<file path="config.mk">
export PLATFORM = sky130hd
export DESIGN_NAME = icache_top
export DESIGN_NICKNAME = d
export VERILOG_FILES = /design/src/icache_pkg.sv /design/src/mem_msg_pkg.sv /design/src/cache_bank.sv /design/src/icache_top.sv /design/src/msg_queue.sv /design/src/queue_arbitrator.sv
export VERILOG_INCLUDE_DIRS = /design/src /design/src/src
export SDC_FILE = /design/constraint.sdc
export NUM_CORES = 2
export LEC_CHECK = 0
export BUFFER_PORTS_ARGS = -buffer_cell sky130_fd_sc_hd__buf_2
export CORE_ASPECT_RATIO = 1.75
export CORE_MARGIN = 2
export CORE_UTILIZATION = 25
export DETAILED_ROUTE_END_ITERATION = 12
export PLACE_DENSITY = 0.35
export SLEW_MARGIN = 30
export SYNTH_ARGS = -nofsm -noshare
export SYNTH_HDL_FRONTEND = slang
export SYNTH_SLANG_ARGS = --single-unit
export TNS_END_PERCENT = 10
</file>
<file path="constraint.sdc">
create_clock -name clk -period 15.51 [get_ports clk]
set_input_delay 3.102 -clock clk [delete_from_list [all_inputs] [get_ports clk]]
set_output_delay 3.102 -clock clk [all_outputs]
set_load 0.01 [all_outputs]
</file>
<file path="src/icache_defs.svh">
`ifndef ICACHE_DEFS_SVH
`define ICACHE_DEFS_SVH

// Cache geometry
`define CL_SIZE  128   // Bits per line
`define IDX_CNT  16    // Number of sets
`define IDX_BITS 4
`define OFF_BITS 4     // Byte offset within a 16 byte line

// Tag is whatever remains of a 32-bit address
`define TAG_SIZE 24

// Memory message queues
`define Q_DEPTH  4

`endif

</file>
<file path="src/icache_pkg.sv">
`include "icache_defs.svh"

package icache_pkg;

    // Which source won arbitration
    typedef enum logic [1:0] {
        FETCH = 2'd0,
        FILL  = 2'd1,
        INVAL = 2'd2
    } req_kind_t;

    // Request stage between the arbitrator and the bank
    typedef struct packed {
        logic                valid;
        req_kind_t           kind;
        logic [31:0]         addr;
        logic [`CL_SIZE-1:0] line;   // Only meaningful for FILL
    } cache_req_t;

    // Lookup result returned to the pipeline
    typedef struct packed {
        logic                valid;
        logic                hit;
        logic [31:0]         addr;   // Address the line belongs to
        logic [`CL_SIZE-1:0] line;
    } lookup_rsp_t;

endpackage

</file>
<file path="src/mem_msg_pkg.sv">
`include "icache_defs.svh"

package mem_msg_pkg;

    // Memory operation codes
    typedef enum logic [2:0] {
        LD  = 3'b001,   // Pipeline load
        RD  = 3'b010,   // Line read toward memory
        WR  = 3'b011,
        INV = 3'b100
    } mem_op_t;

    // Line returned from memory
    typedef struct packed {
        logic [31:0]         addr;
        mem_op_t             op;
        logic [`CL_SIZE-1:0] line;
    } fill_msg_t;

    // Coherence invalidate carrying only an address
    typedef struct packed {
        logic [31:0] addr;
        mem_op_t     op;
    } inv_msg_t;

    // Request sent on a miss
    typedef struct packed {
        logic [31:0] addr;   // Offset bits cleared
        mem_op_t     op;
    } miss_req_t;

endpackage

</file>
<file path="src/cache_bank.sv">
`timescale 1ns/1ns
`include "icache_defs.svh"

module cache_bank
    import mem_msg_pkg::*, icache_pkg::*;
(
    input  logic        clk,
    input  logic        rst,
    input  cache_req_t  req,
    input  logic        mem_full,
    output lookup_rsp_t rsp,
    output logic        miss_alloc,
    output miss_req_t   miss_out,
    output logic        stall
);
    localparam int LINE_BITS = 32 - `OFF_BITS;

    // Direct mapped storage
    logic                 valid_arr [`IDX_CNT];
    logic [`TAG_SIZE-1:0] tag_arr   [`IDX_CNT];
    logic [`CL_SIZE-1:0]  line_arr  [`IDX_CNT];

    logic [`IDX_BITS-1:0] idx;
    logic [`TAG_SIZE-1:0] tag;
    logic [LINE_BITS-1:0] req_line_addr;
    logic                 is_fetch;
    logic                 is_fill;
    logic                 is_inval;
    logic                 tag_match;
    logic                 new_miss;
    logic                 fill_done;

    // Outstanding miss
    logic                 miss_pending;
    logic                 miss_sent;
    logic [LINE_BITS-1:0] miss_line;

    assign idx           = req.addr[`OFF_BITS +: `IDX_BITS];
    assign tag           = req.addr[31 -: `TAG_SIZE];
    assign req_line_addr = req.addr[31:`OFF_BITS];

    assign is_fetch = req.valid && (req.kind == FETCH);
    assign is_fill  = req.valid && (req.kind == FILL);
    assign is_inval = req.valid && (req.kind == INVAL);

    assign tag_match = valid_arr[idx] && (tag_arr[idx] == tag);

    // Later misses only report hit low while one is outstanding
    assign new_miss  = is_fetch && !tag_match && !miss_pending;
    assign fill_done = is_fill && miss_pending && (req_line_addr == miss_line);

    always_ff @(posedge clk) begin
        if (rst) begin
            for (int i = 0; i < `IDX_CNT; i++) begin
                valid_arr[i] <= 1'b0;
            end
        end else if (is_fill) begin
            valid_arr[idx] <= 1'b1;
        end else if (is_inval && tag_match) begin
            valid_arr[idx] <= 1'b0;   // Different tag leaves the set alone
        end
    end

    always_ff @(posedge clk) begin
        if (is_fill) begin
            tag_arr[idx]  <= tag;
            line_arr[idx] <= req.line;
        end
    end

    // Second lookup cycle registers the compare result
    always_ff @(posedge clk) begin
        rsp.hit  <= is_fetch && tag_match;
        rsp.addr <= req.addr;
        rsp.line <= line_arr[idx];
        if (rst) begin
            rsp.valid <= 1'b0;
        end else begin
            rsp.valid <= is_fetch;
        end
    end

    always_ff @(posedge clk) begin
        if (rst) begin
            miss_pending <= 1'b0;
            miss_sent    <= 1'b0;
        end else if (fill_done) begin
            miss_pending <= 1'b0;
            miss_sent    <= 1'b0;
        end else if (new_miss) begin
            miss_pending <= 1'b1;
            miss_sent    <= 1'b0;
        end else if (miss_alloc) begin
            miss_sent <= 1'b1;   // Request taken by memory
        end
    end

    always_ff @(posedge clk) begin
        if (new_miss) begin
            miss_line <= req_line_addr;
        end
    end

    // Request waits here while memory is full
    assign miss_alloc    = miss_pending && !miss_sent && !mem_full;
    assign miss_out.addr = {miss_line, {`OFF_BITS{1'b0}}};
    assign miss_out.op   = RD;

    assign stall = miss_pending;   // Held until the matching fill lands

endmodule

</file>
<file path="src/icache_top.sv">
`timescale 1ns/1ns
`include "icache_defs.svh"

module icache_top
    import mem_msg_pkg::*, icache_pkg::*;
(
    input  logic        clk,
    input  logic        rst,
    // Pipeline side
    input  logic        fetch_valid,
    input  logic [31:0] fetch_addr,
    output lookup_rsp_t rsp,
    output logic        stall,
    // Memory side
    input  logic        fill_alloc,
    input  fill_msg_t   fill_in,
    output logic        fill_full,
    input  logic        inv_alloc,
    input  inv_msg_t    inv_in,
    output logic        inv_full,
    output logic        miss_alloc,
    output miss_req_t   miss_out,
    input  logic        mem_full
);
    fill_msg_t  fill_head;
    logic       fill_valid;
    logic       fill_dealloc;
    inv_msg_t   inv_head;
    logic       inv_valid;
    logic       inv_dealloc;
    cache_req_t req;

    msg_queue #(.entry_t(fill_msg_t)) fill_q (
        .clk        (clk),
        .rst        (rst),
        .alloc      (fill_alloc),
        .entry_in   (fill_in),
        .dealloc    (fill_dealloc),
        .full       (fill_full),
        .head       (fill_head),
        .head_valid (fill_valid)
    );

    msg_queue #(.entry_t(inv_msg_t)) inv_q (
        .clk        (clk),
        .rst        (rst),
        .alloc      (inv_alloc),
        .entry_in   (inv_in),
        .dealloc    (inv_dealloc),
        .full       (inv_full),
        .head       (inv_head),
        .head_valid (inv_valid)
    );

    queue_arbitrator queue_arb (
        .clk          (clk),
        .rst          (rst),
        .fill_head    (fill_head),
        .fill_valid   (fill_valid),
        .inv_head     (inv_head),
        .inv_valid    (inv_valid),
        .fetch_valid  (fetch_valid),
        .fetch_addr   (fetch_addr),
        .stall        (stall),
        .fill_dealloc (fill_dealloc),
        .inv_dealloc  (inv_dealloc),
        .req          (req)
    );

    cache_bank bank (
        .clk        (clk),
        .rst        (rst),
        .req        (req),
        .mem_full   (mem_full),
        .rsp        (rsp),
        .miss_alloc (miss_alloc),
        .miss_out   (miss_out),
        .stall      (stall)
    );

endmodule

</file>
<file path="src/msg_queue.sv">
`timescale 1ns/1ns
`include "icache_defs.svh"

module msg_queue
    import mem_msg_pkg::*;
#(
    parameter type entry_t = fill_msg_t
) (
    input  logic   clk,
    input  logic   rst,
    input  logic   alloc,
    input  entry_t entry_in,
    input  logic   dealloc,
    output logic   full,
    output entry_t head,
    output logic   head_valid
);
    localparam int PTR_W = $clog2(`Q_DEPTH);
    localparam logic [PTR_W-1:0] LAST  = PTR_W'(`Q_DEPTH - 1);
    localparam logic [PTR_W:0]   DEPTH = (PTR_W + 1)'(`Q_DEPTH);

    entry_t buffer [`Q_DEPTH];

    logic [PTR_W-1:0] wr_ptr;
    logic [PTR_W-1:0] rd_ptr;
    logic [PTR_W:0]   count;
    logic             do_push;
    logic             do_pop;

    // Alloc while full is silently dropped
    assign do_push = alloc && !full;
    assign do_pop  = dealloc && head_valid;

    assign full       = (count == DEPTH);
    assign head_valid = (count != '0);
    assign head       = buffer[rd_ptr];

    always_ff @(posedge clk) begin
        if (do_push) begin
            buffer[wr_ptr] <= entry_in;
        end
    end

    always_ff @(posedge clk) begin
        if (rst) begin
            wr_ptr <= '0;
            rd_ptr <= '0;
            count  <= '0;
        end else begin
            if (do_push) begin
                wr_ptr <= (wr_ptr == LAST) ? '0 : wr_ptr + 1'b1;
            end
            if (do_pop) begin
                rd_ptr <= (rd_ptr == LAST) ? '0 : rd_ptr + 1'b1;
            end
            // Push and pop together leave the count alone
            case ({do_push, do_pop})
                2'b10:   count <= count + 1'b1;
                2'b01:   count <= count - 1'b1;
                default: count <= count;
            endcase
        end
    end

endmodule

</file>
<file path="src/queue_arbitrator.sv">
`timescale 1ns/1ns
`include "icache_defs.svh"

module queue_arbitrator
    import mem_msg_pkg::*, icache_pkg::*;
(
    input  logic        clk,
    input  logic        rst,
    input  fill_msg_t   fill_head,
    input  logic        fill_valid,
    input  inv_msg_t    inv_head,
    input  logic        inv_valid,
    input  logic        fetch_valid,
    input  logic [31:0] fetch_addr,
    input  logic        stall,
    output logic        fill_dealloc,
    output logic        inv_dealloc,
    output cache_req_t  req
);
    logic       grant_fill;
    logic       grant_inv;
    logic       grant_fetch;
    cache_req_t req_d;

    // Memory responses always win over the pipeline
    assign grant_fill  = fill_valid;
    assign grant_inv   = inv_valid && !fill_valid;
    assign grant_fetch = fetch_valid && !stall && !fill_valid && !inv_valid;

    assign fill_dealloc = grant_fill;   // Pop the head we just took
    assign inv_dealloc  = grant_inv;

    always_comb begin
        req_d       = '0;
        req_d.valid = grant_fill || grant_inv || grant_fetch;
        if (grant_fill) begin
            req_d.kind = FILL;
            req_d.addr = fill_head.addr;
            req_d.line = fill_head.line;
        end else if (grant_inv) begin
            req_d.kind = INVAL;
            req_d.addr = inv_head.addr;
        end else begin
            // Fetch or idle leaves the line at zero
            req_d.kind = FETCH;
            req_d.addr = fetch_addr;
        end
    end

    // Request stage toward the bank
    always_ff @(posedge clk) begin
        req <= req_d;
        if (rst) begin
            req.valid <= 1'b0;
        end
    end

endmodule

</file>
==> metrics <==
status=complete, no violations; total number of vias=58,709; Fmax=151 MHz; fin crit period=approximately 6600 ps; Post-DP HPWL=approximately 200,000 µm; global routing met1 resource utilization=around 18%; Mapped Cells=approximately 5,500; wire length per cell=about 28 µm; total power=roughly 30 mW; Die W=between 500 and 600 µm; internal reg-to-reg setup slack=roughly 9000 ps; starting density of the core=between 20% and 30%; Critical Path RT=12,410 ps; pwr/cell area=just under 200 nW/µm²; Clock Tree Buf Depth=4; initial antenna violation count=88; Clk Latency, worst-skew pair=about 990 ps; CP arrival=around 3500 ps; # setup viols final=0; die height=around 960 µm; peak supply drop=between 0.15 and 0.2 mV; max-cap violations=0; YS warnings=0; final worst setup slack=8900 ps; synth top area cells=edfxtp_1 (74%), mux4_2 (16%), dfxtp_1 (5.3%); multi-input combinational cell area=about 25,000 µm²; initial drt markers=~3,800; first-pass GRT wire length=about 520,000 µm; leakage=between 40 and 50 nW; Worst Hold Path EP=bank.rsp[130]; gpl congestion=~0.70; cts hold-fix bufs=0; Worst Hold Class=reg2reg; fin cells=between 10,000 and 15,000; crit path kind=in2out; setup TNS=0 ps; post-synthesis async set-or-reset flop share=0%; # port buffers=around 420; Fin. Hold Viols=0; dpl ws=between 8000 and 9000 ps; Hold Path Depth=0; Reg2Reg Depth=11; first-pass iteration count of the detailed router=5; Via density=around 4.4; gr ovfl total=0; Avg Cell Area, Syn=approximately 24 µm²; sequential element share of the synthesized area=79.8%; post-cts sizing count=0; hold path startpoint=queue_arb.req[130]; Final #Nets=between 6,000 and 7,000; CTS buffer count=between 300 and 400; RSZ-0062 raised after global routing=false; period utilization=42.6%; Yosys reg bits=3,589; met3 Track Usage GR=~3.2%; count of different cell masters after synthesis=between 60 and 70; busiest grt layer=met2; clock root buffer=clkbuf_16; Sink Count=~3,600; layout cells sized above 1=around 32%; row count=between 300 and 400; final WL=approximately 380,000 µm; CP Capture Type=primary output; area added between synthesis and finish=18.1%; CTS tree=yes; reg2reg end=bank.miss_line[26]; Worst Clk Skew=around 67 ps; Post-CTS Setup Inserts=0; core area=around 520,000 µm²; slew of the pin with the lowest slew margin=around 1000 ps; Sequential cell area=approximately 100,000 µm²; Post-synth EDFFs=~3,200; Final Slew Violations=0; CTS H-Tree Depth=5; final antenna-violating net count=0; Synth Cell Area=~130,000 µm²; Clock transition at path regs=60 ps; Yosys top cell area share=between 70% and 80%; largest net degree at the start of global routing=95; die area=~530,000 µm²; vias in the first global route=roughly 65,000; Top Ports=roughly 440; CP max FO=2; critical path launch point type=input pin; largest area contributor in the netlist=edfxtp_1; fin util=29.6%; Main synth FF type=edfxtp_1; met2 usage=24.5%; FF-to-FF Start=queue_arb.req[133]; Fillers=50,565; post-placement cell count=approximately 13,000; relative slew slack=between 30% and 40%; Residual DRC=0; Total GRT Usage=14.1%
cell usage after synthesis, types with 13 or more instances:
master	number
dfxtp_1	345
nand2_1	74
xor2_1	23
mux2_2	13
nor2_1	72
inv_1	27
edfxtp_1	3244
and2_1	142
xnor2_1	25
mux4_2	910
a21oi_1	25
buf_4	16
a22oi_1	14
buf_1	77
mux2i_1	96
clkbuf_1	140
o21ai_0	46
buf_2	20
worst max path at each step:
stage	start	end	cells past startpoint
4_1_cts	queue_arb.req[133]	bank.miss_line[2]	11
3_5_place_dp	queue_arb.req[133]	bank.miss_line[0]	11
2_1_floorplan	queue_arb.req[134]	bank.line_arr[0][0]	7
3_3_place_gp	queue_arb.req[133]	bank.miss_line[0]	12
6_report	mem_full	miss_alloc	3
5_1_grt	queue_arb.req[133]	bank.miss_line[2]	11
per-layer routing:
layer	up-vias	wire [µm]
li1	24466	-
met1	32507	158000
met2	1166	190000
met3	496	19800
met4	74	7300
met5	-	501
per-stage QoR:
| step | hold WS (ps) | instance area [µm²] |
|---|---|---|
| floorplan | 310 | 131000 |
| CTS | 337 | 154000 |
| global placement | 321 | 142000 |
| global route | 339 | 154000 |
| finish | 332 | 155000 |
| detailed placement | 312 | 142000 |
layout make-up:
| cell class | instances | share of cell area (%) |
|---|---|---|
| Sequential cell | 3589 | 67.5 |
| Multi-Input combinational cell | 1602 | 16.4 |
| Clock buffer | 489 | 6.55 |
| Tap cell | 6883 | 5.57 |
| Timing Repair Buffer | 587 | 2.40 |
| Clock inverter | 201 | 1.42 |
| Inverter | 28 | 0.0729 |
| Antenna cell | 28 | 0.0454 |
where the power goes:
group / switching (mW) / internal [mW] / total (mW)
registers: 1.17 / 12.5 / 13.7
logic: 3.98 / 3.07 / 7.05
clock network: 3.92 / 5.23 / 9.15
total: 9.07 / 20.8 / 29.9
kinds of logic after synthesis:
logic type	synth area share [%]
flip-flops	79.8
multiplexers	16.5
AO/OA/AOI/OAI	0.779
buffers and inverters	0.986
other	0.00574
AND/OR/NAND/NOR	1.46
adder cells (fa/ha/maj)	0.145
XOR/XNOR	0.321
sequential cells by signal, summed over array words and instances, names as in the netlist, 3 cells and up, named ones only:
register	cells
bank.miss_line	28
bank.rsp	162
queue_arb.req	163
bank.valid_arr	16
bank.tag_arr	384
inv_q.count	3
bank.line_arr	2048
fill_q.buffer	640
fill_q.count	3
inv_q.buffer	128
critical path, stage by stage:
cell and delay, ps:
buf_2 110, nor3_1 130, buf_2 170
layout by cell type, fill, tap and decap left out, types with 8 or more instances in the layout:
cell type,n
a21oi_1,25
a22oi_1,14
and2_1,138
buf_12,18
buf_2,423
buf_4,128
buf_6,14
bufinv_16,37
clkbuf_1,83
clkbuf_16,375
clkbuf_8,31
clkinv_1,57
clkinv_2,59
clkinvlp_4,18
dfxtp_1,335
diode_2,28
edfxtp_1,3244
ha_1,12
inv_1,27
inv_6,8
mux2_2,13
mux2i_1,96
mux4_2,910
nand2_1,74
nand4_1,11
nor2_1,57
nor2_4,15
nor2b_1,12
o21ai_0,46
o22ai_1,11
o31ai_1,10
xnor2_1,25
xor2_1,23
(Power assumes the default switching activity.)
